`src/conv_pkg.sv`:
```
package conv_pkg;

	// image and kernel geometry, fixed at build time
	localparam int pix_w     = 8;   // pixel and coefficient width
	localparam int acc_w     = 32;  // result width
	localparam int img_w     = 16;
	localparam int img_h     = 16;
	localparam int k_size    = 5;
	localparam int n_coefs   = k_size * k_size;
	localparam int n_results = (img_w - k_size + 1) * (img_h - k_size + 1);  // 144
	localparam int pos_w     = 4;   // row/col index width

	typedef logic signed [pix_w-1:0]   pixel_t;
	typedef logic signed [2*pix_w-1:0] prod_t;  // one 8x8 signed product

	// one vertical slice of the window, p0 is the oldest row
	typedef struct packed {
		pixel_t p4;  // current row
		pixel_t p3;
		pixel_t p2;
		pixel_t p1;
		pixel_t p0;  // four rows back
	} column_t;

	// entry 5*x+y weights window row x, column y (top-left origin)
	typedef pixel_t [n_coefs-1:0] coeff_bank_t;
	typedef prod_t  [n_coefs-1:0] prod_bank_t;

	// bottom-right pixel of a window
	typedef struct packed {
		logic [pos_w-1:0] row;
		logic [pos_w-1:0] col;
	} pos_t;

	typedef struct packed {
		logic signed [acc_w-1:0] value;
		pos_t                    pos;
	} conv_result_t;

	typedef enum logic [1:0] {
		IDLE,
		RUN,
		DONE
	} ctrl_state_e;

	// apb word addresses, coefficients follow REG_COEF0 one per word
	typedef enum logic [7:0] {
		REG_CTRL   = 8'h00,  // [0] start, [1] clear done
		REG_STATUS = 8'h04,  // [0] busy, [1] done, [15:8] result count
		REG_COEF0  = 8'h40   // up to 0xa0
	} reg_addr_e;

endpackage
```
`src/line_buffer.sv`:
```
`timescale 1ns/100ps

module line_buffer (
	input  logic              clk,
	input  logic              arst_n,
	input  logic              take,
	input  conv_pkg::pixel_t  pix,
	output conv_pkg::column_t column
);
	import conv_pkg::*;

	// [0] holds the row four back, [3] the previous row
	pixel_t           row_mem [k_size-1][img_w];
	logic [pos_w-1:0] ptr;  // column being written

	always_ff @(posedge clk or negedge arst_n) begin
		if (!arst_n)
			ptr <= '0;
		else if (take)
			ptr <= (ptr == pos_w'(img_w-1)) ? '0 : ptr + 1'b1;
	end

	// each row moves one memory down the chain
	// contents unreset, early windows get masked by win_ok
	always_ff @(posedge clk) begin
		if (take) begin
			for (int i = 0; i < k_size-2; i++)
				row_mem[i][ptr] <= row_mem[i+1][ptr];
			row_mem[k_size-2][ptr] <= pix;  // newest full row
		end
	end

	// vertical slice at the current column
	assign column.p0 = row_mem[0][ptr];
	assign column.p1 = row_mem[1][ptr];
	assign column.p2 = row_mem[2][ptr];
	assign column.p3 = row_mem[3][ptr];
	assign column.p4 = pix;  // live pixel, not yet stored

endmodule

```
`config.mk`:
```
export PLATFORM = sky130hd
export DESIGN_NAME = line_buffer
export DESIGN_NICKNAME = d
export VERILOG_FILES = /design/src/conv_pkg.sv /design/src/line_buffer.sv
export SDC_FILE = /design/constraint.sdc
export NUM_CORES = 1
export LEC_CHECK = 0
export ABC_AREA = 1
export CORE_AREA = 2 2 244 246
export CTS_BUF_LIST = sky130_fd_sc_hd__clkbuf_8
export CTS_CLUSTER_SIZE = 14
export DETAILED_ROUTE_END_ITERATION = 8
export DIE_AREA = 0 0 246 248
export DONT_BUFFER_PORTS = 1
export PLACE_DENSITY = 0.54
export SLEW_MARGIN = 20
export SYNTH_ARGS = -nofsm -noshare
export SYNTH_HDL_FRONTEND = slang
export SYNTH_SLANG_ARGS = --single-unit
```
`constraint.sdc`:
```
create_clock -name clk -period 2.7 [get_ports clk]
set_input_delay 0.405 -clock clk [delete_from_list [all_inputs] [get_ports clk]]
set_output_delay 0.405 -clock clk [all_outputs]
set_load 0.01 [all_outputs]
```
* Yosys cells after proc, flatten, opt, wreduce, memory -nomap -nowiden
Memory sizes are Yosys's and may differ from the RTL's.
Cells that the tools add are included.
** Operators by class
- $add $sub $neg :: 1
- $lt $le $gt $ge :: 2
- Equal/unequal tests :: 1
- Multiplexer cells :: 17
- Bitwise gates (word level) :: 1
- Reductions and logical operators :: 1
** Operators by type and width (number)
- $bmux 8 s4 :: 4
- $mux 128 :: 1
- $mux 8 :: 9
- $demux 8 s4 :: 1
- $ge 5x5->1 const B :: 1
- $lt 5x1->1 const B :: 1
- $not 4->5 :: 1
- $add 4x1->4 const B :: 1
- $eq 4x4->1 const B :: 1
- $mux 4 :: 1
- $logic_and 1x1->1 :: 1
- $mux 1 :: 1
** Storage, ports and cells
- Register bits :: 4
- RAM bits :: 512
- Input bits :: 11
- Word-level logic and storage cells :: 25
- Memories :: 1
** Memory list
- row_mem :: depth 4, width 128, read ports 4, clocked after memory_dff 0, write ports 4, RTL line line_buffer.sv:13 : pixel_t row_mem [k_size-1][img_w];

* Depth between registers and ports, before layout
- Depth in word-level cells :: 6
- Depth in mapped cells :: 11
- Gate-level depth less buffers :: 8

* Least setup slack after synthesis
Ideal clock, no wire load.
- Kind :: register to register
- From :: reg ptr[0]
- To :: mem row_mem[0][104] (netlist bit) (enable)
- Setup time :: 421 ps
- Data arrival time :: 2511 ps
- Path slack :: -232 ps
- Cell stages (with the launch flop) :: 8
- Buffers on the path :: 3
- Clock period less this slack :: 2932 ps
- Cell sequence :: dfrtp_1 -> buf_4 -> inv_4 -> buf_6 -> buf_6 -> ha_1 -> nand2_1 -> nor2_1
** RTL lines
- start: declaration :: RTL line line_buffer.sv:14 : logic [pos_w-1:0] ptr;
- start signal: assignment :: RTL line line_buffer.sv:20 : ptr <= (ptr == pos_w'(img_w-1)) ? '0 : ptr + 1'b1;
- end: declaration :: RTL line line_buffer.sv:13

==> results.json <==
{
  "finalSetupTns_ns": -0.0230,
  "crit_path_max_fanout": 8,
  "syn_avg_cell_area_um2": 9.77,
  "worst_clock_skew_ns": 0.0321,
  "die_w_um": 246,
  "chipHeight_um": 248,
  "synthToLayoutAreaGrowth_pct": 24.7,
  "peakVddDrop_mv": 0.650,
  "grt_setup_unrepaired": "true",
  "synth_area_mm2": 0.0231,
  "wl_per_cell_um": 19.5,
  "fin_crit_sh": 1.01,
  "design_area_mm2": 0.0288,
  "cts_buffer_depth": 3,
  "p_leak_nw": 13.2,
  "ys_ff_latch": 516,
  "track_usage": 0.217,
  "grt_pass1_vias": 15500,
  "cts_sinks": 516,
  "antenna_found_initial": 0,
  "max-slew-margin-rel": 0.604,
  "core_mm2": 0.0585,
  "place_area_mm2": 0.0247,
  "startpoint_type": "flop",
  "ant_nets": 0,
  "layout-drive-gt1-share": 0.203,
  "critical_path_class": "reg -> out",
  "hold_ws_ns": 0.0668,
  "tightestPinTransition_ns": 0.592,
  "gp_congestion": 0.771,
  "vias": 16000,
  "hold_viol_final": 0,
  "yosys.area.top_type_share": 0.666,
  "portBuffers": 0,
  "first_pass_iters": 6,
  "dp_cells": 3137,
  "clk-insertion-delay-late_ns": 0.69,
  "initial_core_util": 0.395,
  "dp_hpwl_um": 32800,
  "final_cell_mix": "nand2_1 (756), inv_1 (560), edfxtp_1 (512)",
  "clk_pin_slew_ns": 0.06,
  "worst_ep_arrival_time_ns": 2.31,
  "cts_tree": "built",
  "max_cap_violations": 0,
  "yosys_warnings": 0,
  "antennaDiodeCount": 0,
  "overflow": 0,
  "drv_slew": 0,
  "setup_ws_ns": -0.0140,
  "hold_path_class": "in -> async",
  "die_area_mm2": 0.0610,
  "outcome": "complete, but fails checks",
  "crit_required_ns": 2.30,
  "ys_seq_area_frac": 0.670,
  "synth.area.top_cells": "edfxtp_1 (67%), nand2_1 (14%), inv_1 (9.4%)",
  "setup_violations": 4,
  "h-tree-depth": 3,
  "via_per_inst": 4.72,
  "finalNetCount": 2576,
  "p_per_area_mw_per_mm2": 1190,
  "cts_root_buffer": "clkbuf_8",
  "nFillCells": 5326,
  "failed_checks": "setup timing",
  "synth_nets": 2378,
  "yosysTopAreaCell": "edfxtp_1",
  "ys_types": 20,
  "end_kind": "primary output",
  "num_rows": 89,
  "drtIter0Drc": 1366,
  "final_common_cell": "nand2_1",
  "fmax_ghz": 0.368,
  "syn-instance-count": 2363,
  "pin_count": 51,
  "grt_max_degree": 68,
  "drc": 0,
  "finalNonFillerCells": 3394,
  "cts_buffers": 89,
  "drt_wl_total_um": 66200,
  "period_needed_ns": 2.71,
  "grt_pass1_wl_um": 96900
}
## synthesized netlist by cell type
| master | count |
|---|---|
| nand2_1 | 871 |
| edfxtp_1 | 512 |
| xor2_1 | 1 |
| inv_4 | 1 |
| nor2_2 | 1 |
| clkbuf_1 | 7 |
| inv_1 | 577 |
| inv_2 | 6 |
| a21oi_1 | 1 |
| nand4_1 | 1 |
| nand3_1 | 257 |
| ha_1 | 4 |
| buf_6 | 23 |
| dfrtp_1 | 4 |
| buf_1 | 1 |
| nor2_1 | 18 |
| o21ai_0 | 2 |
| buf_2 | 57 |
| o21a_1 | 1 |
| buf_4 | 18 |
## repair_timing
action / in CTS / in global routing
pin swaps: 41 / 89
buffers inserted: 44 / 17
hold endpoints to repair: 135 / 0
gates resized for setup: 177 / 164
hold buffers: 10 / 0
endpoints found under the setup margin: 32 / 32
cloned: 29 / 11
## stage by stage
step           setup WS, ns   util  total power, mW
3_5_place_dp          0.276  0.422             23.2
3_3_place_gp          0.320  0.422             23.1
6_report            -0.0140  0.493             34.2
2_1_floorplan        -0.232      -             18.3
5_1_grt              -0.129  0.493             36.0
4_1_cts             -0.0765  0.478             33.2
## area by class of cell
cell class | instances | area, um2 | area share
timing repair inverter | 2 | 38.8 | 0.00135
tap | 773 | 967 | 0.0336
multi-input combinational | 1163 | 5560 | 0.193
timing repair buffer | 205 | 2950 | 0.102
inverter | 584 | 2240 | 0.0777
sequential | 516 | 15500 | 0.538
clock inverter | 60 | 314 | 0.0109
clock buffer | 91 | 1250 | 0.0435
## final timing paths
path | from | to | slack [ns] | depth (start not counted)
setup / recovery | ptr[0] | column[20] | -0.01 | 12
hold / removal | arst_n | ptr[0] | 0.07 | 1
setup reg to reg | ptr[0] | row_mem[3][2] | 0.26 | 7
hold reg to reg | ptr[2] | ptr[2] | 0.76 | 2
max in group asynchronous | arst_n | ptr[1] | 2.36 | 1
min in group clk | take | ptr[2] | 0.24 | 2
## critical path, cell delays in order, from the launching register on
cell and delay (ns):
dfrtp_4 0.51, buf_12 0.17, clkinv_16 0.08, buf_16 0.16, buf_12 0.15, nand2_2 0.05, nand3_2 0.05, nand2_1 0.05
nand2_1 0.06, nand2_1 0.07, inv_2 0.07, nand2_4 0.07, buf_12 0.13
## state kept, by name, indices dropped and copies added (netlist names)
| signal | count |
|---|---|
| row_mem | 512 |
| ptr | 4 |
## metal layers
metal	global-route usage	wire, um	up-vias	part of all wire
met3	0.0426	4710	147	0.071
met1	0.292	27800	7653	0.42
met2	0.355	31400	525	0.47
li1	-	-	7688	-
met5	0	0	-	0
met4	0.0706	2270	0	0.034
## where the power goes
part | total (mW) | internal [mW] | leakage (nW) | switching, mW
logic | 15.8 | 6.24 | 7.61 | 9.54
clock network | 6.44 | 3.30 | 0.902 | 3.13
registers | 12.0 | 11.7 | 4.69 | 0.238
total | 34.2 | 21.3 | 13.2 | 12.9
## logic make-up (layout without fill, tap and decap cells)
family                     Yosys count  after routing  synth area share
and+or+nand+nor                   1148           1154             0.201
adders and majority gates            4              4           0.00217
DFF                                516            516             0.670
AOI/OAI and AO/OA                    4              4          0.000975
xor gates and xnor gates             1              1          0.000379
buffers and inverters              690            942             0.126
Note: power is estimated with default switching activity, not from simulation.
