### src/conv_pkg.sv
package conv_pkg;

	// image and kernel geometry, fixed at build time
	localparam int pix_w     = 8;   // pixel and coefficient width
	localparam int acc_w     = 32;  // result width
	localparam int img_w     = 16;
	localparam int img_h     = 16;
	localparam int k_size    = 5;
	localparam int n_coefs   = k_size * k_size;
	localparam int n_results = (img_w - k_size + 1) * (img_h - k_size + 1);  // 144
	localparam int pos_w     = 4;   // row/col index width

	typedef logic signed [pix_w-1:0]   pixel_t;
	typedef logic signed [2*pix_w-1:0] prod_t;  // one 8x8 signed product

	// one vertical slice of the window, p0 is the oldest row
	typedef struct packed {
		pixel_t p4;  // current row
		pixel_t p3;
		pixel_t p2;
		pixel_t p1;
		pixel_t p0;  // four rows back
	} column_t;

	// entry 5*x+y weights window row x, column y (top-left origin)
	typedef pixel_t [n_coefs-1:0] coeff_bank_t;
	typedef prod_t  [n_coefs-1:0] prod_bank_t;

	// bottom-right pixel of a window
	typedef struct packed {
		logic [pos_w-1:0] row;
		logic [pos_w-1:0] col;
	} pos_t;

	typedef struct packed {
		logic signed [acc_w-1:0] value;
		pos_t                    pos;
	} conv_result_t;

	typedef enum logic [1:0] {
		IDLE,
		RUN,
		DONE
	} ctrl_state_e;

	// apb word addresses, coefficients follow REG_COEF0 one per word
	typedef enum logic [7:0] {
		REG_CTRL   = 8'h00,  // [0] start, [1] clear done
		REG_STATUS = 8'h04,  // [0] busy, [1] done, [15:8] result count
		REG_COEF0  = 8'h40   // up to 0xa0
	} reg_addr_e;

endpackage
### src/adder_tree.sv
`timescale 1ns/100ps

module adder_tree (
	input  logic                   clk,
	input  logic                   arst_n,
	input  conv_pkg::prod_bank_t   prods,
	input  logic                   prod_valid,
	input  conv_pkg::pos_t         prod_pos,
	output conv_pkg::conv_result_t res,
	output logic                   res_valid
);
	import conv_pkg::*;

	logic signed [acc_w-1:0] part [k_size];  // one partial per window row
	logic signed [acc_w-1:0] total;
	logic                    part_valid;
	pos_t                    part_pos;

	// sum of the five products of window row g
	function automatic logic signed [acc_w-1:0] row_sum(prod_bank_t p, int g);
		logic signed [acc_w-1:0] s;
		s = '0;
		for (int i = 0; i < k_size; i++)
			s += p[k_size*g+i];  // sign extends from 16 bits
		return s;
	endfunction

	// stage 1
	always_ff @(posedge clk) begin
		for (int g = 0; g < k_size; g++)
			part[g] <= row_sum(prods, g);
		part_pos <= prod_pos;
	end

	always_comb begin
		total = '0;
		for (int g = 0; g < k_size; g++)
			total += part[g];
	end

	// stage 2
	always_ff @(posedge clk) begin
		res.value <= total;
		res.pos   <= part_pos;
	end

	always_ff @(posedge clk or negedge arst_n) begin
		if (!arst_n) begin
			part_valid <= 1'b0;
			res_valid  <= 1'b0;
		end else begin
			part_valid <= prod_valid;  // tracks stage 1
			res_valid  <= part_valid;
		end
	end

endmodule

### config.mk
export PLATFORM = sky130hd
export DESIGN_NAME = adder_tree
export DESIGN_NICKNAME = d
export VERILOG_FILES = /design/src/conv_pkg.sv /design/src/adder_tree.sv
export SDC_FILE = /design/constraint.sdc
export NUM_CORES = 1
export LEC_CHECK = 0
export BUFFER_PORTS_ARGS = -buffer_cell sky130_fd_sc_hd__buf_2
export CAP_MARGIN = 20
export CORE_MARGIN = 8
export CORE_UTILIZATION = 56
export CTS_BUF_LIST = sky130_fd_sc_hd__clkbuf_8
export DETAILED_ROUTE_END_ITERATION = 8
export PLACE_DENSITY = 0.84
export SLEW_MARGIN = 20
export SYNTH_ARGS = -nofsm -noshare
export SYNTH_HDL_FRONTEND = slang
export SYNTH_SLANG_ARGS = --single-unit
### constraint.sdc
create_clock -name clk -period 5.2 [get_ports clk]
set_input_delay 0.78 -clock clk [delete_from_list [all_inputs] [get_ports clk]]
set_output_delay 0.78 -clock clk [all_outputs]
set_load 0.005 [all_outputs]
# Word level (Yosys, flattened, before mapping)

Memory sizes are Yosys's and may differ from the RTL's.
Cells that the tools add are included.

Register bits: 50
Latch bits: 0
RAM bits: 160
Memory bits (read-only): 0
Input port bits: 411
Output and inout port bits: 41
Memories: 1

Memory list:

| memory | depth | bits a word | rd ports | clocked after Yosys merged registers in | write ports | RTL line         | text |
|---|---|---|---|---|---|---|---|
| part   | 5     | 32          | 5        | 0                                       | 5           | adder_tree.sv:14 | `logic signed [acc_w-1:0] part [k_size];` |

Add/sub/neg operators: 24
$mul: 0
Divide/modulo/power cells: 0
Order comparisons: 0
Equality and inequality tests: 0
Shift-type cells: 0
Multiplexer cells: 0
Bitwise gates (word level): 0
Reduce and logical (&&, ||, !) cells: 0

Operators by type and width:

| cell                    | number |
|---|---|
| adder 32 bit            | 4 |
| adder 19 x 16 -> 20 bit | 5 |
| adder 18 x 16 -> 19 bit | 5 |
| adder 17 x 16 -> 18 bit | 5 |
| adder 16 x 16 -> 17 bit | 5 |

# Depth between registers and ports, before layout

Word-level depth: 4
Depth in mapped cells: 16
Mapped depth without buffers: 15

# Worst setup path after synthesis

No wires, ideal clock.

Kind: input-to-reg
Start: input port prods[161] (netlist name)
End: memory part[2][13], in the netlist part[0][77]
Data arrival time: 4.375 ns
Slack: 0.706 ns
Stages: 14
Path buffers: 0
Cells stage by stage: inv_1 -> fa_1 -> fa_1 -> fa_1 -> inv_1 -> ha_1 -> fa_1 -> a211oi_2 -> o21ai_1 -> a2111o_1 -> a31o_2 -> a21o_1 -> a21o_1 -> xor2_1

RTL lines:

| item        | RTL line         | text |
|---|---|---|
| from (decl) | adder_tree.sv:6  | `input conv_pkg::prod_bank_t prods,` |
| to (decl)   | adder_tree.sv:14 |  |

==> flow_metrics.env <==
export IMPL_grt_max_degree=17
export IMPL_synthFlopType="dfxtp_1"
export IMPL_cts_num_sinks=150
export IMPL_crit_type="reg -> reg"
export IMPL_grt_pass1_vias=15120
export IMPL_die_h_um=194.1
export IMPL_post_cts_buffers=0
export IMPL_finClkSkew_ps=16.95
export IMPL_crit_path_frequent_cell="fa_1"
export IMPL_avgSynthCellArea_sq_um=8.702
export IMPL_final_hold_violation_count=0
export IMPL_ys_ff_latch=150
export IMPL_yosysWarnings=0
export IMPL_fin_crit_ps=4510
export IMPL_syn_num_nets=2889
export IMPL_start_util_pct=56.60
export IMPL_finalCritPeriodShare_pct=86.73
export IMPL_timing_slew_headroom_pct=48.97
export IMPL_maxSlewViolCount=0
export IMPL_path_max_fanout=6
export IMPL_rows=65
export IMPL_slowest_stage="fa_1"
export IMPL_required_ps=5520
export IMPL_overflow=0
export IMPL_syn_area_sq_mm=0.01777
export IMPL_setup_viol=0
export IMPL_endpoint_kind="flop"
export IMPL_status="finished clean"
export IMPL_root_buffer="clkbuf_8"
export IMPL_fin_setup_tns_ps=0
export IMPL_fmax_mhz=221.7
export IMPL_core_region_area_sq_mm=0.03139
export IMPL_synthCells=2042
export IMPL_start_kind="flop"
export IMPL_ys_async_sr_fraction_pct=1.333
export IMPL_portBuffers=451
export IMPL_drive_gt1_share_pct=19.74
export IMPL_antenna_cells=0
export IMPL_drtIter0Drc=580
export IMPL_cts_tree="done"
export IMPL_antenna_found_initial=1
export IMPL_nets=3353
export IMPL_synth_edf_count=0
export IMPL_ios=452
export IMPL_syn_to_final_growth_pct=17.57
export IMPL_post_cts_resized=0
export IMPL_cts_buffers=17
export IMPL_die_area_sq_mm=0.03769
export IMPL_grt_pass1_wl_um=68800
export IMPL_clock_latency_ps=470
export IMPL_clkTransAtPathRegs_ps=90
export IMPL_die_w_um=194.1
export IMPL_cp_arrival_ps=4830
export IMPL_cts_max_level=4
export IMPL_worstHoldPathType="in -> async"
export IMPL_synth_distinct_cells=62
export IMPL_seq_area_frac_synth_pct=16.96
export IMPL_drtAntennaViolNets=0
export IMPL_worst_path_buf_inv=3
export IMPL_worstPathCellList="inv_1 -> fa_1 -> fa_1 -> fa_1 -> inv_1 -> ha_1 -> inv_1 -> fa_1 -> nor2b_1 -> o2111ai_1 -> a211oi_1 -> a211o_1 -> nand3_1 -> o21ai_1 -> a31oi_1"
export IMPL_crit_family="adder cells"
export IMPL_avgViaCountPerCell=4.767
export IMPL_drc=0
export IMPL_hold_buffers=0
export IMPL_wl_per_cell_um=14.20
export IMPL_grt_usage_pct=22.29
export IMPL_max_cap_violations=0
export IMPL_vias=13920
export IMPL_dp_hpwl_um=37850
export IMPL_grt_setup_unrepaired="false"
export IMPL_worst_pin_slew_ps=746.2
export IMPL_clk_path_buf_depth=2
export IMPL_wl_um=41460
export IMPL_critPathMaxStageDelay_ps=550
export IMPL_first_pass_iters=7
export IMPL_fillCellCount=2546
export IMPL_gp_congestion=0.8880
==> layer usage <==
metal / wire, um / vias to the layer above / GRT usage (%)
met5: 13 / - / 0
met4: 1211 / 2 / 7.496
met3: 2511 / 92 / 5.345
met2: 22290 / 444 / 41.69
met1: 15430 / 6644 / 24.34
li1: - / 6739 / -
==> sequential cells by signal (all words and copies together), names as in the netlist <==
register    count
part          100
part_pos        8
part_valid      1
res            40
res_valid       1
==> cell usage after synthesis (4+ instances only) <==
cell | n | share of area, %
a21oi_1 | 71 | 2.0
a41oi_1 | 6 | 0.30
and4_1 | 6 | 0.30
o21ai_1 | 22 | 0.62
nand2b_1 | 13 | 0.46
a211oi_1 | 11 | 0.46
ha_1 | 124 | 8.7
xnor2_1 | 70 | 3.5
clkbuf_1 | 5 | 0.11
inv_1 | 922 | 19
nand3_1 | 13 | 0.37
and3_1 | 8 | 0.28
nor2b_1 | 9 | 0.32
o21bai_1 | 11 | 0.46
dfxtp_1 | 148 | 17
mux2i_1 | 4 | 0.23
o21a_1 | 15 | 0.63
o211ai_1 | 13 | 0.55
o21ai_0 | 19 | 0.54
nor2_1 | 47 | 0.99
or2_2 | 4 | 0.14
nor3_1 | 12 | 0.34
fa_1 | 312 | 35
nand2_1 | 36 | 0.76
xor2_1 | 19 | 0.94
a2111oi_0 | 5 | 0.25
nand4_1 | 6 | 0.21
a211o_1 | 6 | 0.30
a31oi_1 | 14 | 0.49
a21o_1 | 41 | 1.7
==> worst paths after layout <==
check	start	endpoint	slack [ps]	depth (start not counted)
hold reg to reg	part_pos[3]$_DFF_P_	res[3]$_DFF_P_	330	0
min in group clk	part_pos[3]$_DFF_P_	res[3]$_DFF_P_	330	0
setup / recovery	part[0][1]$_DFF_P_	res[33]$_DFF_P_	690	15
hold / removal	arst_n	part_valid$_DFF_PN0_	80	1
setup reg to reg	part[0][1]$_DFF_P_	res[33]$_DFF_P_	690	15
max in group asynchronous	arst_n	res_valid$_DFF_PN0_	5020	1
==> cell families after synthesis <==
family / Yosys count / synth area share [%]
buffers and inverters: 929 / 19.62
adders and majority gates: 436 / 43.88
DFF: 150 / 16.96
muxes: 4 / 0.2253
xor gates and xnor gates: 89 / 4.387
and+or+nand+nor: 169 / 4.830
AOI/OAI and AO/OA: 265 / 10.10
==> placed cells by master (no fill, tap or decap), types with 22 or more instances in the layout <==
cell     count
nor2_1      47
fa_1       312
nand2_1     36
a21oi_1     71
o21ai_1     22
buf_2      451
inv_1      925
dfxtp_1    148
xnor2_1     70
a21o_1      41
ha_1       124
==> metrics by stage <==
stage          setup slack [ps]  hold WS, ps  instances  cell area (sq um)  utilization, %
4_1_cts                   723.3        46.56       2920              20890           66.55
6_report                  690.2        82.93       2920              20890           66.55
2_1_floorplan             705.6        309.6       2042              17770               -
3_3_place_gp              431.6        310.4       2889              20510           65.34
3_5_place_dp              347.7        312.1       2889              20510           65.34
5_1_grt                   433.7        39.17       2920              20890           66.55
==> final cells by class <==
type / count / area [sq um] / share of cell area, %
flip-flops and latches: 150 / 3013 / 14.42
repair buffers: 452 / 2265 / 10.84
clock inverters: 13 / 133.9 / 0.6408
clock buffers: 18 / 247.7 / 1.186
well taps: 402 / 503.0 / 2.407
multi-input cells: 963 / 11270 / 53.94
inverters: 922 / 3461 / 16.56
Power is left out: the tool's default activity adds up to more than one toggle a clock period on the data nets, which glitch-free logic cannot reach.
