### config.mk
export PLATFORM = sky130hd
export DESIGN_NAME = conv_window
export DESIGN_NICKNAME = d
export VERILOG_FILES = /design/src/conv_pkg.sv /design/src/conv_window.sv
export SDC_FILE = /design/constraint.sdc
export NUM_CORES = 2
export LEC_CHECK = 0
export BUFFER_PORTS_ARGS = -buffer_cell sky130_fd_sc_hd__buf_4
export CAP_MARGIN = 5
export CORE_MARGIN = 2
export CORE_UTILIZATION = 60
export CTS_BUF_LIST = sky130_fd_sc_hd__clkbuf_2 sky130_fd_sc_hd__clkbuf_4 sky130_fd_sc_hd__clkbuf_8
export CTS_CLUSTER_SIZE = 25
export DETAILED_ROUTE_END_ITERATION = 8
export PLACE_DENSITY = 0.8
export REMOVE_ABC_BUFFERS = 1
export SLEW_MARGIN = 20
export SYNTH_ARGS = -nofsm -noshare
export SYNTH_HDL_FRONTEND = slang
export SYNTH_SLANG_ARGS = --single-unit
### constraint.sdc
create_clock -name clk -period 6.8 [get_ports clk]
set_input_delay 0 -clock clk [delete_from_list [all_inputs] [get_ports clk]]
set_output_delay 0 -clock clk [all_outputs]
set_load 0.1 [all_outputs]
### src/conv_pkg.sv
package conv_pkg;

	// image and kernel geometry, fixed at build time
	localparam int pix_w     = 8;   // pixel and coefficient width
	localparam int acc_w     = 32;  // result width
	localparam int img_w     = 16;
	localparam int img_h     = 16;
	localparam int k_size    = 5;
	localparam int n_coefs   = k_size * k_size;
	localparam int n_results = (img_w - k_size + 1) * (img_h - k_size + 1);  // 144
	localparam int pos_w     = 4;   // row/col index width

	typedef logic signed [pix_w-1:0]   pixel_t;
	typedef logic signed [2*pix_w-1:0] prod_t;  // one 8x8 signed product

	// one vertical slice of the window, p0 is the oldest row
	typedef struct packed {
		pixel_t p4;  // current row
		pixel_t p3;
		pixel_t p2;
		pixel_t p1;
		pixel_t p0;  // four rows back
	} column_t;

	// entry 5*x+y weights window row x, column y (top-left origin)
	typedef pixel_t [n_coefs-1:0] coeff_bank_t;
	typedef prod_t  [n_coefs-1:0] prod_bank_t;

	// bottom-right pixel of a window
	typedef struct packed {
		logic [pos_w-1:0] row;
		logic [pos_w-1:0] col;
	} pos_t;

	typedef struct packed {
		logic signed [acc_w-1:0] value;
		pos_t                    pos;
	} conv_result_t;

	typedef enum logic [1:0] {
		IDLE,
		RUN,
		DONE
	} ctrl_state_e;

	// apb word addresses, coefficients follow REG_COEF0 one per word
	typedef enum logic [7:0] {
		REG_CTRL   = 8'h00,  // [0] start, [1] clear done
		REG_STATUS = 8'h04,  // [0] busy, [1] done, [15:8] result count
		REG_COEF0  = 8'h40   // up to 0xa0
	} reg_addr_e;

endpackage
### src/conv_window.sv
`timescale 1ns/100ps

module conv_window (
	input  logic                  clk,
	input  logic                  arst_n,
	input  logic                  take,
	input  conv_pkg::column_t     column,
	input  conv_pkg::coeff_bank_t coeffs,
	input  logic                  win_ok,
	input  conv_pkg::pos_t        win_pos,
	output conv_pkg::prod_bank_t  prods,
	output logic                  prod_valid,
	output conv_pkg::pos_t        prod_pos
);
	import conv_pkg::*;

	// win[row][age], age 0 is the newest column
	pixel_t win [k_size][k_size];
	logic   win_valid;  // window just completed a valid position
	pos_t   win_tag;

	always_ff @(posedge clk) begin
		if (take) begin
			for (int x = 0; x < k_size; x++) begin
				for (int a = k_size-1; a > 0; a--)
					win[x][a] <= win[x][a-1];
			end
			win[0][0] <= column.p0;  // top row
			win[1][0] <= column.p1;
			win[2][0] <= column.p2;
			win[3][0] <= column.p3;
			win[4][0] <= column.p4;  // bottom row
			win_tag   <= win_pos;
		end
	end

	always_ff @(posedge clk or negedge arst_n) begin
		if (!arst_n) begin
			win_valid  <= 1'b0;
			prod_valid <= 1'b0;
		end else begin
			win_valid  <= take & win_ok;  // single cycle pulse
			prod_valid <= win_valid;
		end
	end

	// oldest column sits at age 4, i.e. window column 0
	always_ff @(posedge clk) begin
		for (int x = 0; x < k_size; x++) begin
			for (int y = 0; y < k_size; y++)
				prods[k_size*x+y] <= win[x][k_size-1-y] * coeffs[k_size*x+y];
		end
		prod_pos <= win_tag;
	end

endmodule

; ---- Word level (Yosys, flattened, before mapping)
; Memories as Yosys holds them, arrays and structs flattened.
; Cells that the tools add are included.
[totals]
reg_bits = 418
ram_bits = 200
inputBits = 252
out_inout_bits = 409
wordCells = 60
mem_count = 1
[mem_list]
columns = name, words, word_bits, rd, rd_ports_with_merged_regs, write_ports, line_no
row1 = win, 5, 40, 5, 0, 5, conv_window.sv:18  ; pixel_t win [k_size][k_size];
[classes]
n_mul = 25
mux = 2
n_bitwise = 1
[ops]
columns = cell, n
row1 = $mul A8 B8 Y16, 25
row2 = $mux W1, 2
row3 = $and A1 B1 Y1, 1

; ---- Logic depth before layout (Yosys ltp)
[depth]
ltp_word = 2
mapped_depth = 17
ltp_nobuf = 17

; ---- Worst setup path before layout
; Ideal clock, no wire load.
[synth_path]
path_kind = reg2reg
start = memory win[0][158] in the netlist's numbering
end = register prods[319] in the netlist's numbering
setup_ns = 0.123
arrival_ns = 4.197
t_required_ns = 6.677
path_slack_ns = 2.480
stages_incl_launch_ff = 17
n_path_buf = 0
period_less_slack_ns = 4.320
path_cell_list = edfxtp_1 and2_1 fa_1 inv_1 fa_1 inv_1 fa_1 inv_1 fa_1 inv_1 ha_1 a21oi_1 nor2b_1 a311o_1 a211o_1 o31ai_2 xnor2_1
[synth_rtl]
columns = element, line_no
row1 = "start, declared", conv_window.sv:18
row2 = "end signal, assigned by index", conv_window.sv:51  ; prods[k_size*x+y] <= win[x][k_size-1-y] * coeffs[k_size*x+y];
row3 = "end, declared", conv_window.sv:11  ; output conv_pkg::prod_bank_t prods,

==> summary.md <==
| Metric | Value |
|---|---|
| Outcome | finished, final reports clean |
| RR Endpoint | prods[111]$_DFF_P_ |
| Die Span Y | 360 µm |
| CTS buffer count | 116 |
| Hold Crit Start | coeffs[54] |
| F_max | 0.211 GHz |
| Wirelength, routed | 178,000 µm |
| Initial core utilization | 60.5% |
| Die width | 360 µm |
| Worst skew pair latency | 0.87 ns |
| Hold Path Class | input port to register |
| Commonest non-fill, non-tap cell in the layout | inv_1 |
| CP Cell Sequence | and2_1 > fa_1 > inv_1 > fa_1 > inv_1 > fa_1 > inv_1 > fa_1 > inv_1 > ha_1 > o21ai_0 > nor2_1 > o22ai_1 > o21a_1 > o21ai_0 > xnor2_1 |
| Seq/Total Area, Yosys | 19.1% |
| Worst-Margin Slew | 0.955 ns |
| Synth area leaders | fa_1 36%, ha_1 12%, dfxtp_1 11%, inv_1 9.9%, and2_1 8.3% |
| Final setup viols | 0 |
| CTS tree | yes |
| Clk sinks | 618 |
| Postcts setup bufs | 0 |
| Final weighted congestion in routability-driven placement | 0.902 |
| Hold slack | 0.0928 ns |
| Vias in the first global route | 59,600 |
| Largest fanout on the critical path | 9 |
| Family with the most delay on the worst path | adder cells |
| Period minus WS final | 4.74 ns |
| RSZ-0062 raised after global routing | false |
| Layout cells sized above 1 | 10.5% |
| Final TNS setup | 0 ns |
| CP Launch Type | register |
| Number of flops mapped to enable cells by yosys | 208 |
| Max-cap viol count | 0 |
| Final Core Density | 70.1% |
| CTS root buf | clkbuf_8 |
| Hold Crit Depth | 7 |
| Yosys warning count | 0 |
| Initial antenna violation count | 30 |
| FF-to-FF setup slack | 2.06 ns |
| # rows | 130 |
| Buf/Inv on CP | 4 |
| Drt drc | 0 |
| Power Dens Cells | 461 mW/mm² |
| Port bufs | 660 |
| Cell area after synthesis | 0.0759 mm² |
| Synth unique cells | 51 |
| Slew Viols, Final | 0 |
| Slowest-stage cell, CP | edfxtp_1 |
| First DRT Iteration DRCs | 2,948 |
| Post-synthesis register bit count | 618 |
| Clock-pin slew on the worst setup and hold paths | 0.06 ns |
| CP required | 7.53 ns |
| Asr flop ratio synth | 0.324% |
| Routed Antenna Nets | 0 |
| Final Skew | 0.0467 ns |
| Met3 routed WL | 13,600 µm |
| Hold Path Sink | prods[111]$_DFF_P_ |
| LEAKAGE | 43.7 nW |
| Synthesized instance count | 7,552 |
| CTS H-tree lvls | 3 |
| Routed vias | 54,100 |
| Drt wl/cell | 17.3 µm |
| CP Class | register to register |
| Fin crit share | 69.7% |
| CP Data Arrival Time | 5.47 ns |
| Clk buf depth | 3 |
| Post_cts resized | 0 |
| Metal2 WL | 86,500 µm |
| Gr ovfl total | 0 |
| Slowest stage delay, CP | 0.59 ns |
| Nets | 10,900 |
| Commonest non-fill, non-tap cells in the layout | 1,997 x inv_1, 1,375 x fa_1, 1,013 x and2_1 |
| First-pass GRT wire length | 300,000 µm |
| Hpwl dp | 142,000 µm |
| Drt pass-1 iters | 6 |
| Core region area | 0.126 mm² |
| Met1 wire length | 71,200 µm |
| Final hold vios | 0 |
| Die ar. | 0.129 mm² |
| R2r worst-path depth | 16 |
| Most used DFF post-synth | dfxtp_1 |
| Yosys top cell area share | 36.3% |
| Highest metal used | met5 |
| Maximum number of pins on one net before global-route repair | 95 |
| Critical path endpoint category | register |
| Vias per inst | 5.23 |
| R2r startpoint | win[0][55]$_DFFE_PP_ |
| Synth area leader | fa_1 |
| Crit path from | win[0][55]$_DFFE_PP_ |
| GR Util All Layers | 28.8% |
| Mean post-synth cell area | 10.1 µm² |
| Area growth from synthesis to layout | 16.0% |
| Maximum VDD drop | 0.832 mV |
| Relative slew margins | 36.3% |
| # IOs | 661 |
| Cts hold-fix bufs | 237 |
area by class of cell:
class	instances	area [µm²]
Timing Repair Buffer	899	7350
Clock inverter	47	493
Tap cell	1650	2060
Antenna cell	21	52.6
Sequential cell	618	14500
Clock buffer	173	2160
Multi-Input combinational cell	4935	54000
Fill cell	8976	37500
Inverter	1997	7500
worst max-delay path by stage:
stage	end	slack (ns)	cells past startpoint
after floorplan	prods[319]$_DFF_P_	2.48	16
after global placement	prods[111]$_DFF_P_	2.14	16
after detailed placement	prods[111]$_DFF_P_	2.05	16
after CTS	prods[111]$_DFF_P_	2.03	16
after global routing	prods[383]$_DFF_P_	1.83	15
final	prods[111]$_DFF_P_	2.06	16
registers in the layout, summed over array words and instances (netlist names):
signal,flops
prod_valid,1
win,200
win_valid,1
win_tag,8
prod_pos,8
prods,400
cell families after synthesis:
logic type	count (synthesis)	synth area share (%)
AOI/OAI and AO/OA	461	3.92
DFF	618	19.1
xor gates and xnor gates	382	4.41
and+or+nand+nor	1972	14.2
buffers and inverters	1999	9.88
muxes	20	0.297
adders and majority gates	2100	48.2
where the power goes:
part | switching (mW) | internal (mW)
combinational | 19.6 | 10.7
sequential | 0.747 | 5.33
clock | 1.85 | 2.38
total | 22.2 | 18.4
per-stage QoR:
| stage | power (mW) | area [µm²] | setup WS [ns] | instances |
|---|---|---|---|---|
| 6_report | 40.6 | 88000 | 2.06 | 10300 |
| 5_1_grt | 44.0 | 88000 | 1.83 | 10300 |
| 4_1_cts | 40.6 | 88000 | 2.03 | 10300 |
| 3_5_place_dp | 35.9 | 83000 | 2.05 | 9862 |
| 3_3_place_gp | 35.0 | 83000 | 2.14 | 9862 |
| 2_1_floorplan | 29.5 | 75900 | 2.48 | 7550 |
Yosys cell counts, drive strengths merged (49+ instances only):
| master | n |
|---|---|
| nand2b | 72 |
| fa | 1375 |
| a21oi | 100 |
| nor2 | 163 |
| a211oi | 49 |
| xnor2 | 345 |
| edfxtp | 208 |
| dfxtp | 408 |
| inv | 1997 |
| nor2b | 165 |
| ha | 725 |
| nand2 | 454 |
| o21ai | 124 |
| and2 | 1013 |
per-layer routing:
metal / vias to the layer above / track usage [%]
li1: 24700 / -
met1: 27200 / 36.8
met2: 1780 / 47.9
met3: 390 / 5.95
met4: 14 / 11.6
met5: - / 0
worst min-delay path, cell delays in order:
cell and delay [ns]:
buf_4 0.13, mux2_2 0.15, ha_1 0.16, xnor2_1 0.13
xnor2_1 0.08, xnor2_1 0.16, xnor2_1 0.07
(Power assumes the default switching activity.)
