$ cat src/conv_pkg.sv
package conv_pkg;

	// image and kernel geometry, fixed at build time
	localparam int pix_w     = 8;   // pixel and coefficient width
	localparam int acc_w     = 32;  // result width
	localparam int img_w     = 16;
	localparam int img_h     = 16;
	localparam int k_size    = 5;
	localparam int n_coefs   = k_size * k_size;
	localparam int n_results = (img_w - k_size + 1) * (img_h - k_size + 1);  // 144
	localparam int pos_w     = 4;   // row/col index width

	typedef logic signed [pix_w-1:0]   pixel_t;
	typedef logic signed [2*pix_w-1:0] prod_t;  // one 8x8 signed product

	// one vertical slice of the window, p0 is the oldest row
	typedef struct packed {
		pixel_t p4;  // current row
		pixel_t p3;
		pixel_t p2;
		pixel_t p1;
		pixel_t p0;  // four rows back
	} column_t;

	// entry 5*x+y weights window row x, column y (top-left origin)
	typedef pixel_t [n_coefs-1:0] coeff_bank_t;
	typedef prod_t  [n_coefs-1:0] prod_bank_t;

	// bottom-right pixel of a window
	typedef struct packed {
		logic [pos_w-1:0] row;
		logic [pos_w-1:0] col;
	} pos_t;

	typedef struct packed {
		logic signed [acc_w-1:0] value;
		pos_t                    pos;
	} conv_result_t;

	typedef enum logic [1:0] {
		IDLE,
		RUN,
		DONE
	} ctrl_state_e;

	// apb word addresses, coefficients follow REG_COEF0 one per word
	typedef enum logic [7:0] {
		REG_CTRL   = 8'h00,  // [0] start, [1] clear done
		REG_STATUS = 8'h04,  // [0] busy, [1] done, [15:8] result count
		REG_COEF0  = 8'h40   // up to 0xa0
	} reg_addr_e;

endpackage
$ cat src/conv_ctrl.sv
`timescale 1ns/100ps

module conv_ctrl (
	input  logic                  clk,
	input  logic                  arst_n,
	input  logic                  psel,
	input  logic                  penable,
	input  logic                  pwrite,
	input  logic [7:0]            paddr,
	input  logic [31:0]           pwdata,
	input  logic                  pix_valid,
	input  logic                  res_valid,
	output logic [31:0]           prdata,
	output logic                  pready,
	output logic                  pslverr,
	output conv_pkg::coeff_bank_t coeffs,
	output logic                  take,
	output logic                  win_ok,
	output conv_pkg::pos_t        win_pos,
	output logic                  busy
);
	import conv_pkg::*;

	ctrl_state_e      state;
	logic [pos_w-1:0] row;
	logic [pos_w-1:0] col;
	logic [7:0]       res_cnt;  // results delivered this frame
	logic             done;
	logic             access;
	logic             wr;
	logic             is_coef;
	logic             unmapped;
	logic [7:0]       coef_off;
	logic [4:0]       coef_idx;
	logic             start;
	logic             clr_done;
	logic             restart;
	logic             last_col;
	logic             last_pix;

	// apb decode
	assign access   = psel & penable;
	assign coef_off = paddr - REG_COEF0;
	assign coef_idx = coef_off[6:2];
	assign is_coef  = (paddr >= REG_COEF0) && (coef_off[7:2] < 6'(n_coefs))
		&& (paddr[1:0] == 2'b00);
	assign unmapped = !((paddr == REG_CTRL) || (paddr == REG_STATUS) || is_coef);

	assign pready  = 1'b1;  // zero wait states
	assign pslverr = access & (unmapped
		| (pwrite & (paddr == REG_STATUS))      // status is read only
		| (pwrite & is_coef & busy));           // coefficients locked while running
	assign wr = access & pwrite & ~pslverr;

	assign start    = wr & (paddr == REG_CTRL) & pwdata[0];
	assign clr_done = wr & (paddr == REG_CTRL) & pwdata[1];
	assign restart  = start & (state != RUN);  // start during RUN is dropped

	always_comb begin
		prdata = '0;  // ctrl reads as zero
		if (is_coef)
			prdata = {{(32-pix_w){coeffs[coef_idx][pix_w-1]}}, coeffs[coef_idx]};
		else if (paddr == REG_STATUS)
			prdata = {16'd0, res_cnt, 6'd0, done, busy};
	end

	always_ff @(posedge clk) begin
		if (wr && is_coef)
			coeffs[coef_idx] <= pwdata[pix_w-1:0];
	end

	// pixel acceptance and window tagging
	assign busy     = (state == RUN);
	assign take     = pix_valid & busy;
	assign last_col = (col == pos_w'(img_w-1));
	assign last_pix = last_col && (row == pos_w'(img_h-1));
	assign win_ok   = (row >= pos_w'(k_size-1)) && (col >= pos_w'(k_size-1));
	assign win_pos  = '{row: row, col: col};

	always_ff @(posedge clk or negedge arst_n) begin
		if (!arst_n) begin
			state <= IDLE;
			row   <= '0;
			col   <= '0;
		end else if (restart) begin
			state <= RUN;
			row   <= '0;
			col   <= '0;
		end else if (take) begin
			if (last_pix)
				state <= DONE;  // remaining results drain on their own
			if (last_col) begin
				col <= '0;
				row <= row + 1'b1;
			end else begin
				col <= col + 1'b1;
			end
		end else if (clr_done && state == DONE) begin
			state <= IDLE;
		end
	end

	// result counter, done rises with the last result of the frame
	always_ff @(posedge clk or negedge arst_n) begin
		if (!arst_n) begin
			res_cnt <= '0;
			done    <= 1'b0;
		end else if (restart) begin
			res_cnt <= '0;
			done    <= 1'b0;
		end else begin
			if (res_valid)
				res_cnt <= res_cnt + 1'b1;
			if (res_valid && res_cnt == 8'(n_results-1))
				done <= 1'b1;
			else if (clr_done)
				done <= 1'b0;
		end
	end

endmodule

$ cat config.mk
export PLATFORM = sky130hd
export DESIGN_NAME = conv_ctrl
export DESIGN_NICKNAME = d
export VERILOG_FILES = /design/src/conv_pkg.sv /design/src/conv_ctrl.sv
export SDC_FILE = /design/constraint.sdc
export NUM_CORES = 1
export LEC_CHECK = 0
export BUFFER_PORTS_ARGS = -buffer_cell sky130_fd_sc_hd__buf_2
export CORE_MARGIN = 2
export CORE_UTILIZATION = 45
export DETAILED_ROUTE_END_ITERATION = 10
export GPL_TIMING_DRIVEN = 0
export PLACE_DENSITY = 0.84
export REMOVE_ABC_BUFFERS = 1
export SLEW_MARGIN = 20
export SYNTH_ARGS = -nofsm -noshare
export SYNTH_HDL_FRONTEND = slang
export SYNTH_SLANG_ARGS = --single-unit
$ cat constraint.sdc
create_clock -name clk -period 2.6 [get_ports clk]
set_input_delay 0 -clock clk [delete_from_list [all_inputs] [get_ports clk]]
set_output_delay 0 -clock clk [all_outputs]
set_load 0.005 [all_outputs]
# --- Yosys cells after proc, flatten, opt, wreduce, memory -nomap -nowiden ---
# Cells that the tools add are included.
# W data, S select, Z words.
word_totals:
  word_cells: 105
  latchBits: 0
  rom_bits: 0
  mem_count: 0
  input_bits: 47
  register_bits: 219
  ram_bits: 0
classes:
  bitwise: 15
  add_sub_neg: 4
  magnitude_cmp: 6
  div: 0
  mul: 0
  n_mux: 22
  eq_ne: 8
  shifts: 0
  reduce_logical: 20
op_table:
  columns: ["operator", "n"]
  rows:
  - ["$bwmux W200", 1]
  - ["$bmux W8 S5", 1]
  - ["$demux W8 S5", 1]
  - ["$mux W32", 1]
  - ["$mux W8", 4]
  - ["$mux W4", 6]
  - ["$mux W16", 1]
  - ["$and A1 B1 Y1", 12]
  - ["$add A4 B1 Y4 const B", 2]
  - ["$add A8 B1 Y8 const B", 1]
  - ["$eq A4 B4 Y1 const B", 2]
  - ["$eq A8 B3 Y1 const B", 1]
  - ["$eq A8 B8 Y1 const B", 1]
  - ["$ge A4 B3 Y1 const B", 2]
  - ["$ge A8 B7 Y1 const B", 1]
  - ["$logic_and A1 B1 Y1", 8]
  - ["$logic_not A8 Y1", 1]
  - ["$mux W2", 4]
  - ["$sub A8 B7 Y8 const B", 1]
  - ["$lt A5 B6 Y1 const B", 1]
  - ["$lt A6 B5 Y1 const B", 1]
  - ["$reduce_bool A2 Y1", 3]
  - ["$reduce_bool A3 Y1", 2]
  - ["$ge A5 B1 Y1 const B", 1]
  - ["11 further kinds", 16]

# --- Longest topological paths before layout ---
# Gate-level depths: netlist of the first run.
logic_depth:
  ltp_word: 17
  depth_mapped: 9
  ltp_nobuf: 7

# --- Worst setup path after synthesis of the first run ---
# OpenSTA, ideal clock, no wires.
synth_timing:
  path_type: "in2reg"
  from: "input paddr[6]"
  to: "register coeffs[104] (netlist name), enable pin"
  setup_time_ns: 0.370
  cell_stages: 7
  slack_ns: 0.193
  t_arrival_ns: 2.037
  path_buffers: 1
  required_time_ns: 2.230
  cell_sequence: "clkbuf_1 -> inv_1 -> ha_1 -> nor4b_2 -> nand2_1 -> a2111o_1 -> nor2_1"
synth_between:
  elab_chain_cells: 12
synth_rtl:
  columns: ["item", "line", "source"]
  rows:
  - ["start: declaration", "conv_ctrl.sv:9", "input logic [7:0] paddr,"]
  - ["$sub A8 B7 Y8", "conv_ctrl.sv:43", "assign coef_off = paddr - REG_COEF0;"]
  - ["$lt A6 B5 Y1", "conv_ctrl.sv:45", "assign is_coef = (paddr >= REG_COEF0) && (coef_off[7:2] < 6'(n_coefs))"]
  - ["$logic_and A1 B1 Y1", "conv_ctrl.sv:45", null]
  - ["$logic_and A1 B1 Y1", "conv_ctrl.sv:46", "&& (paddr[1:0] == 2'b00);"]
  - ["$logic_or A1 B1 Y1", "conv_ctrl.sv:47", "assign unmapped = !((paddr == REG_CTRL) || (paddr == REG_STATUS) || is_coef);"]
  - ["$logic_not A1 Y1", "conv_ctrl.sv:47", null]
  - ["$or A1 B1 Y1", "conv_ctrl.sv:51", "| (pwrite & (paddr == REG_STATUS))"]
  - ["$or A1 B1 Y1", "conv_ctrl.sv:52", "| (pwrite & is_coef & busy));"]
  - ["$and A1 B1 Y1", "conv_ctrl.sv:50", "assign pslverr = access & (unmapped"]
  - ["$not A1 Y1", "conv_ctrl.sv:53", "assign wr = access & pwrite & ~pslverr;"]
  - ["$and A1 B1 Y1", "conv_ctrl.sv:53", null]
  - ["$logic_and A1 B1 Y1 *", "conv_ctrl.sv:68", "if (wr && is_coef)"]
  - ["end signal: indexed assignment", "conv_ctrl.sv:69", "coeffs[coef_idx] <= pwdata[pix_w-1:0];"]
  - ["end: declaration", "conv_ctrl.sv:16", "output conv_pkg::coeff_bank_t coeffs,"]
# Every way passes the cells marked *; elsewhere a longest branch is shown, timed or not.
# A chain may end at the register's enable or synchronous reset.

# --- Worst setup path in the final report of the first run ---
layout_timing:
  from: "input paddr[6]"
  to: "output prdata[12]"
layout_between:
  elab_chain_cells: 5
layout_rtl:
  columns: ["item", "line", "source"]
  rows:
  - ["$sub A8 B7 Y8", "conv_ctrl.sv:43", null]
  - ["$lt A6 B5 Y1", "conv_ctrl.sv:45", null]
  - ["$logic_and A1 B1 Y1", "conv_ctrl.sv:45", null]
  - ["$logic_and A1 B1 Y1", "conv_ctrl.sv:46", null]
  - ["$mux W32 *", "conv_ctrl.sv:61", "if (is_coef)"]
  - ["end: declaration", "conv_ctrl.sv:13", "output logic [31:0] prdata,"]
# Every way passes the cells marked *; elsewhere a longest branch is shown, timed or not. The select of a mux whose other input is x is not followed.

==> results.ini, run 1 <==
[critical_path]
cp-end-kind = primary output
crit_type = in2out
cp.required_ns = 2.60
r2r-start = state[0]$_DFFE_PN0P_
critical_path_arrival_ns = 2.46
worstPathMaxFanout = 19
r2r_slack_ns = 0.50
crit_path_start = paddr[6]
r2r_cells = 5
start_kind = input port
reg2reg_to = coeffs[2]$_DFFE_PP_

[synth]
synth_ff_type = edfxtp_1
postSynth.asyncResetShare_pct = 8.68
synth_most_common_cell = edfxtp_1
synth_top_area_share_pct = 64.8
synth.distinct_cells = 56
ys_top_cells_by_area = edfxtp_1 (65%), mux4_2 (9.5%), dfrtp_1 (5.1%), nor2_1 (2.2%), nand2_1 (2.0%)
synth-edff-count = 200
synth_top_area_cell = edfxtp_1
yosysSeqAreaShare_pct = 69.9
synth_seq_cells = 219
synthCells = 543
avgSynthCellArea_um2 = 17.1
netlist_top_cells_count = edfxtp_1 (200), nor2_1 (55), nand2_1 (50)
yosysWarnings = 0
synthesis.area_um2 = 9270

[floorplanning]
io_pins = 292
coreArea_um2 = 20200
num_rows = 52
die_area_um2 = 21800
start_util_pct = 45.8
fp.dieW_um = 148
die_h_um = 148

[min_path]
hold_path_end = coeffs[39]$_DFFE_PP_
min_from = pwdata[7]
hold_class = in2reg
holdPathStages = 1

[run_status]
outcome = completed

[power_and_ir_drop]
pwr-share-clk_pct = 39.2
power.total_w = 0.00735
leakage_nw = 4.49
switchingPower_w = 0.00164
power_density_nw_per_um2 = 626
ir_drop_uv = 473
internal_power_w = 0.00571
pwr-share-seq_pct = 54.0
pwr-share-comb_pct = 6.9
swShare_pct = 22.3

[drt]
drc = 0
drt_iter0_markers = 487
wire_per_inst_um = 24.6
final_antenna_net_count = 0
firstDrtPassIters = 5
totalWireLength_um = 26900
viasPerCell = 5.71
num_vias = 6247

[layout]
n_fill_cell = 1553
diodes = 0
multi_input_area_um2 = 2700
layout.nets = 867
final_core_utilization_pct = 58.0
drive_above_1_share_pct = 48.4
finalNonFillerCells = 1095
syn_to_final_growth_pct = 26.6
seq_area_um2 = 6480

[timing]
tns_ns = 0
setup_viol = 0
rsz0062_at_grt = no
tightest_slew_ns = 0.926
finalCriticalPeriod_ns = 2.46
setup_ws_ns = 0.138
clock-skew-final_ns = 0.00864
final_hold_viol_count = 0
slew_headroom_pct = 37.8
min_period_over_period_pct = 94.7
max_freq_ghz = 0.406
maxSlewViolCount = 0

[placement]
numPortBuffers = 266
dp.final_hpwl_um = 18600
dp_worst_setup_slack_ns = -0.999
placed_cells = 1043
gp_congestion = 0.839

[cts]
h-tree-depth = 1
path_clk_slew_ns = 0.06
cts_buffer_depth = 3
cts_root_buffer = clkbuf_16
cts_buffers = 23
insertion_delay_ns = 0.50
clock_sinks = 219
cts_tree = yes

[global_route]
first_global_vias = 6197
grt_max_degree = 35
grt_usage_pct = 24.1
grt_overflow = 0
antenna_found_initial = 0
grt_pass1_wl_um = 39000

[run]
cap_violations = 0

## state kept, by name (all words and copies together) (netlist names)
name and cells:
done 1, row 4, res_cnt 8, coeffs 200, state 2, col 4
## how the worst max path moves through the flow
stage / to / depth (start not counted)
floorplan: coeffs[104]$_DFFE_PP_ / 6
global placement: coeffs[59]$_DFFE_PP_ / 3
detailed placement: coeffs[81]$_DFFE_PP_ / 8
CTS: prdata[12] / 10
global route: prdata[12] / 10
finish: prdata[12] / 10
## timing repair
item,in CTS,in global routing
setup endpoints to repair,217,170
buffers inserted,8,3
hold buffers,5,0
hold endpoints to repair,26,0
resized for setup,58,5
pin swaps,5,0
## routing by layer
layer  vias to the layer above  share of wire (%)  GRT usage, %
met2                       357                 49          39.8
met3                        53                7.8          4.91
li1                       2653                  -             -
met4                         0                2.8          7.02
met5                         -                  0             0
met1                      3184                 40          32.7
## metrics by stage
| stage | area (µm²) | hold slack [ns] |
|---|---|---|
| floorplan | 8970 | -0.296 |
| global placement | 10600 | -0.0422 |
| detailed placement | 10700 | -0.0394 |
| CTS | 11700 | 0.00281 |
| global route | 11700 | 0.0190 |
| finish | 11700 | 0.0116 |
## logic make-up (layout without fill, tap and decap cells)
group,Yosys count,after routing,share of synthesized area (%)
XOR/XNOR,11,11,1.04
buffers and inverters,46,328,3.52
multiplexers,64,64,13.2
AND/OR/NAND/NOR,150,150,7.75
AO/OA/AOI/OAI,46,46,3.77
other,1,1,0.0405
adder cells (fa/ha/maj),6,6,0.810
flip-flops,219,219,69.9
## cell type report
| class | count | area share, % |
|---|---|---|
| inverters | 8 | 0.288 |
| well taps | 270 | 2.88 |
| clock buffers | 28 | 5.06 |
| repair buffers | 284 | 13.2 |
| multi-input cells | 278 | 23.0 |
| flip-flops and latches | 219 | 55.2 |
| clock inverters | 8 | 0.362 |
## critical path: stages
cell	delay, ns
clkbuf_4	0.26
clkinvlp_4	0.23
ha_1	0.28
nor4b_4	0.40
o311ai_1	0.20
a2111oi_2	0.46
o211ai_2	0.21
buf_4	0.22
nand2_1	0.07
buf_2	0.11
## cells in the final DEF, fill, tap and decap left out, drive strengths merged, types with 4 or more instances in the layout
cell | netlist | layout
a2111oi | 4 | 4
a21oi | 14 | 14
buf | 35 | 278
clkbuf | 3 | 29
clkinv | 1 | 7
dfrtp | 19 | 19
dlygate4sd3 | 0 | 5
edfxtp | 200 | 200
ha | 6 | 6
inv | 7 | 6
mux2 | 8 | 8
mux2i | 12 | 12
mux4 | 44 | 44
nand2 | 50 | 50
nand3 | 16 | 16
nand4 | 4 | 4
nor2 | 56 | 56
nor4b | 4 | 4
o22ai | 6 | 6
xnor2 | 4 | 4
xor2 | 7 | 7
## power groups by stage
stage               registers [W]  logic (W)  clock network [W]
detailed placement        0.00404   0.000481                  0
finish                    0.00396   0.000505            0.00288
floorplan                 0.00402   0.000241                  0
global route              0.00397   0.000552            0.00303
global placement          0.00403   0.000464                  0
CTS                       0.00396   0.000499            0.00292
Note: power is estimated with default switching activity, not from simulation.
==> run 2, diff against run 1 <==
- CTS_BUF_LIST: unset -> sky130_fd_sc_hd__clkbuf_2 sky130_fd_sc_hd__clkbuf_4 sky130_fd_sc_hd__clkbuf_8
- MAX_ROUTING_LAYER: unset -> met4
==> results.ini, run 2 (synthesized netlist as in run 1, its figures left out) <==
[run_status]
outcome = completed

[cts]
cts_buffer_depth = 3  ; unchanged
clock_sinks = 219  ; unchanged
insertion_delay_ns = 0.53  ; +0.03 ns
cts_tree = yes
cts_root_buffer = clkbuf_8
h-tree-depth = 2  ; +1
path_clk_slew_ns = 0.06  ; about the same
cts_buffers = 37  ; +61%

[floorplanning]
num_rows = 52  ; unchanged
die_area_um2 = 21800  ; unchanged
fp.dieW_um = 148  ; unchanged
io_pins = 292  ; unchanged
coreArea_um2 = 20200  ; unchanged
die_h_um = 148  ; unchanged
start_util_pct = 45.8  ; unchanged

[drt]
final_antenna_net_count = 0  ; unchanged
drt_iter0_markers = 504  ; +3.5%
viasPerCell = 5.61  ; -1.7%
wire_per_inst_um = 24.1  ; -1.7%
firstDrtPassIters = 5  ; unchanged
totalWireLength_um = 27000  ; +0.46%
num_vias = 6274  ; +0.43%
drc = 0  ; unchanged

[layout]
n_fill_cell = 1573  ; +1.3%
seq_area_um2 = 6480  ; unchanged
drive_above_1_share_pct = 48.3  ; -0.072 points
final_cell_mix = buf_2 (263), edfxtp_1 (200), nand2_1 (48), mux4_2 (39), clkbuf_8 (39)
multi_input_area_um2 = 2650  ; -1.7%
syn_to_final_growth_pct = 26.0
mostFrequentLayoutCell = buf_2
largest_reg_flops = 200  ; unchanged
layout.nets = 880  ; +1.5%
reg_top3 = coeffs x200, res_cnt x8
final_core_utilization_pct = 57.7  ; -0.28 points
finalNonFillerCells = 1119  ; +2.2%
regMostFlops = coeffs
diodes = 0  ; unchanged

[timing]
whs_ns = 0.0294  ; +0.0178 ns
setup_ws_ns = 0.117  ; -0.0218 ns
slew_headroom_pct = 34.7  ; -3.1 points
setup_viol = 0  ; unchanged
tightest_slew_ns = 0.972  ; +0.0456 ns
finalCriticalPeriod_ns = 2.48  ; +0.0218 ns
clock-skew-final_ns = 0.0215  ; +0.0128 ns
final_hold_viol_count = 0  ; unchanged
min_period_over_period_pct = 95.5  ; +0.84 points
max_freq_ghz = 0.403  ; -0.88%
maxSlewViolCount = 0  ; unchanged
rsz0062_at_grt = yes

[critical_path]
start_kind = input port
crit_path_start = paddr[6]
r2r-start = state[0]$_DFFE_PN0P_
slowest_delay_ns = 0.45  ; about the same
cp.required_ns = 2.79  ; +0.19 ns
reg2reg_to = coeffs[16]$_DFFE_PP_
critPathSlowestCell = nand3_2
r2r_slack_ns = 0.29  ; -0.21 ns
worstPathMaxFanout = 19  ; unchanged
path_cells = clkbuf_4 -> clkinvlp_4 -> ha_1 -> nor4b_4 -> nand2_2 -> a21oi_1 -> nand3_2 -> nor2_4
cp-end-kind = flip-flop
critical_path_arrival_ns = 2.67  ; +0.21 ns
crit_type = in2reg
r2r_cells = 5  ; unchanged
cp-endpoint = coeffs[16]$_DFFE_PP_

[power_and_ir_drop]
leakage_nw = 4.51  ; +0.38%
power_density_nw_per_um2 = 620  ; -0.95%
ir_drop_uv = 341  ; -28%

[global_route]
first_global_vias = 6366  ; +2.7%
grt_max_degree = 35  ; unchanged
grt_overflow = 0  ; unchanged
grt_usage_pct = 25.3  ; +1.2 points
grt_pass1_wl_um = 39400  ; +1.1%
antenna_found_initial = 0  ; unchanged

[placement]
placed_cells = 1043  ; unchanged
numPortBuffers = 266  ; unchanged
dp.final_hpwl_um = 18600  ; unchanged
gp_congestion = 0.852  ; +1.5%
dp_worst_setup_slack_ns = -0.999  ; unchanged

[min_path]
holdPathStages = 1  ; unchanged
hold_class = in2reg

[run]
cap_violations = 0  ; unchanged

run 2: timing repair:
action | in CTS | in global routing
setup buffers | 0 | 4
gates resized for setup | 50 | 3
gates cloned | 0 | 0
hold endpoints to repair | 86 | 0
hold buffers | 11 | 0
pin swaps | 0 | 2
endpoints found under the setup margin | 217 | 198
run 2: layout make-up:
cell class	instances	area share, %
flip-flops and latches	219	55.5
multi-input cells	278	22.7
repair buffers	283	13.1
clock buffers	42	4.79
well taps	270	2.89
clock inverters	19	0.718
inverters	8	0.289
run 2: how the worst min path moves through the flow:
stage / end / slack (ns) / startpoint
after floorplan: col[0]$_DFFE_PN0P_ / -0.30 / arst_n
after global placement: res_cnt[0]$_DFFE_PN0P_ / -0.04 / arst_n
after detailed placement: res_cnt[0]$_DFFE_PN0P_ / -0.04 / arst_n
after CTS: coeffs[169]$_DFFE_PP_ / 0.02 / pwdata[1]
after global routing: coeffs[170]$_DFFE_PP_ / 0.03 / pwdata[2]
final: coeffs[185]$_DFFE_PP_ / 0.03 / pwdata[1]
run 2: metrics by stage:
| stage | area (µm²) | power [W] | TNS (ns) |
|---|---|---|---|
| 2_1_floorplan | 8970 | 0.00426 | 0 |
| 3_3_place_gp | 10600 | 0.00450 | -215.60 |
| 3_5_place_dp | 10700 | 0.00452 | -179.12 |
| 4_1_cts | 11600 | 0.00728 | -0.711 |
| 5_1_grt | 11700 | 0.00748 | -0.0505 |
| 6_report | 11700 | 0.00724 | 0 |
run 2: layer usage:
| layer | track usage, % | part of all wire, % |
|---|---|---|
| met4 | 9.18 | 3.5 |
| met5 | - | 0 |
| met3 | 5.86 | 8.7 |
| met2 | 39.8 | 49 |
| met1 | 32.5 | 39 |
run 2: report_power, final:
group | internal, W | switching [W]
registers | 0.00390 | 0.0000676
clock network | 0.00142 | 0.00134
logic | 0.000208 | 0.000300
run 2: critical path: cells and delay by family:
| kind | cells | cell delay [ns] |
|---|---|---|
| adders and majority gates | 1 | 0.28 |
| and+or+nand+nor | 4 | 1.51 |
| AOI/OAI and AO/OA | 1 | 0.37 |
| buffers and inverters | 2 | 0.49 |
==> run 3, diff against run 2 <==
- clock period: 2.6 -> 2.4 ns (I/O delays scaled with it)
==> results.ini, run 3 (synthesized netlist as in run 1, its figures left out) <==
[floorplanning]
start_util_pct = 45.8  ; unchanged
fp.dieW_um = 148  ; unchanged
die_area_um2 = 21800  ; unchanged
coreArea_um2 = 20200  ; unchanged
die_h_um = 148  ; unchanged
num_rows = 52  ; unchanged
io_pins = 292  ; unchanged

[layout]
n_fill_cell = 1557  ; -1.0%
regMostFlops = coeffs
syn_to_final_growth_pct = 26.8
reg_top3 = coeffs x200, res_cnt x8
multi_input_area_um2 = 2740  ; +3.5%
seq_area_um2 = 6480  ; unchanged
finalNonFillerCells = 1118  ; -0.089%
final_cell_mix = buf_2 (263), edfxtp_1 (200), nand2_1 (48), mux4_2 (42), clkbuf_8 (39)
layout.nets = 879  ; -0.11%
mostFrequentLayoutCell = buf_2
drive_above_1_share_pct = 49.4  ; +1.1 points
finalInstanceArea_um2 = 11800  ; +0.65%
largest_reg_flops = 200  ; unchanged
diodes = 0  ; unchanged

[timing]
slew_headroom_pct = 37.2  ; +2.5 points
tns_ns = 0  ; unchanged
final_hold_viol_count = 0  ; unchanged
max_freq_ghz = 0.432
tightest_slew_ns = 0.935  ; -0.0372 ns
clock-skew-final_ns = 0.0194  ; -0.00205 ns
finalCriticalPeriod_ns = 2.32
rsz0062_at_grt = no
min_period_over_period_pct = 96.5
setup_viol = 0  ; unchanged
maxSlewViolCount = 0  ; unchanged
whs_ns = 0.0311  ; +0.00166 ns

[critical_path]
cp-end-kind = primary output
r2r_cells = 5  ; unchanged
worstPathMaxFanout = 2  ; -17
cp.required_ns = 2.40  ; -0.39 ns
path_cells = mux4_2 -> mux2_2 -> a221oi_2 -> a2111oi_0 -> buf_2
critical_path_arrival_ns = 2.32  ; -0.35 ns
r2r-start = state[0]$_DFFE_PN0P_
r2r_slack_ns = 0.28  ; about the same
slowest_delay_ns = 0.48  ; +0.03 ns
critPathSlowestCell = mux4_2
crit_type = reg2out
crit_path_start = coeffs[166]$_DFFE_PP_
reg2reg_to = coeffs[96]$_DFFE_PP_
start_kind = flip-flop

[cts]
h-tree-depth = 2  ; unchanged
cts_root_buffer = clkbuf_8
insertion_delay_ns = 0.53  ; about the same
clock_sinks = 219  ; unchanged
cts_tree = yes
path_clk_slew_ns = 0.06  ; about the same
cts_buffers = 37  ; unchanged
cts_buffer_depth = 3  ; unchanged

[drt]
drc = 0  ; unchanged
final_antenna_net_count = 0  ; unchanged
num_vias = 6317  ; +0.69%
totalWireLength_um = 27100  ; +0.18%
viasPerCell = 5.65  ; +0.78%
wire_per_inst_um = 24.2  ; +0.27%
firstDrtPassIters = 5  ; unchanged
drt_iter0_markers = 453  ; -10%

[power_and_ir_drop]
power.total_w = 0.00785  ; +8.4%
power_density_nw_per_um2 = 668  ; +7.7%
ir_drop_uv = 365  ; +7.3%
leakage_nw = 4.50  ; -0.22%

[min_path]
hold_path_end = coeffs[186]$_DFFE_PP_
holdPathStages = 1  ; unchanged
hold_class = in2reg
min_from = pwdata[2]

[placement]
placed_cells = 1043  ; unchanged
dp.final_hpwl_um = 18600  ; unchanged
numPortBuffers = 266  ; unchanged
placed_area_um2 = 10700  ; unchanged
gp_congestion = 0.852  ; unchanged

[run]
cap_violations = 0  ; unchanged

[global_route]
antenna_found_initial = 0  ; unchanged
grt_max_degree = 35  ; unchanged
grt_usage_pct = 25.4  ; +0.077 points
first_global_vias = 6391  ; +0.39%
grt_pass1_wl_um = 39500  ; +0.28%
grt_overflow = 0  ; unchanged

[run_status]
outcome = completed

## run 3: how the worst max path moves through the flow
stage                     slack, ns  depth (start not counted)                     to
final                          0.08                          5              prdata[6]
after global routing           0.03                          7             prdata[12]
after CTS                      0.02                          5              prdata[3]
after detailed placement      -1.20                          8   coeffs[81]$_DFFE_PP_
after global placement        -1.32                          3   coeffs[59]$_DFFE_PP_
after floorplan                0.18                          6  coeffs[104]$_DFFE_PP_
## run 3: cell type report
type,count,share of cell area (%)
clock buffer,42,4.76
clock inverter,19,0.713
inverter,8,0.287
multi-input combinational,278,23.3
sequential,219,55.1
tap,270,2.87
timing repair buffer,282,12.9
## run 3: through the flow
step	setup slack (ns)	utilization, %
detailed placement	-1.20	52.8
global route	0.0312	58.1
CTS	0.0246	57.8
finish	0.0849	58.1
global placement	-1.32	52.6
floorplan	0.184	-
## run 3: metal layers
| layer | vias up | part of all wire, % | track usage (%) |
|---|---|---|---|
| li1 | 2680 | - | - |
| met1 | 3182 | 39 | 32.5 |
| met2 | 401 | 49 | 40.3 |
| met3 | 54 | 8.5 | 6.14 |
| met4 | 0 | 2.9 | 8.41 |
| met5 | - | 0 | - |
## run 3: what timing repair did
| action | in CTS | in global routing |
|---|---|---|
| hold buffers | 11 | 0 |
| setup buffers | 2 | 1 |
| setup endpoints to repair | 218 | 28 |
| gates resized for setup | 64 | 10 |
| endpoints found under the hold margin | 86 | 0 |
| pin swaps | 1 | 3 |
## run 3: worst max-delay path, delay by kind of cell, from the launching register on
family          cells  cell delay [ns]
flops               1             0.41
mux                 2             0.78
buf+inv             1             0.17
compound gates      2             0.43
## run 3: where the power goes
part	leakage [nW]	internal, W	switching [W]
Clock	0.339	0.00154	0.00145
Sequential	2.05	0.00422	0.0000750
Combinational	2.12	0.000228	0.000333
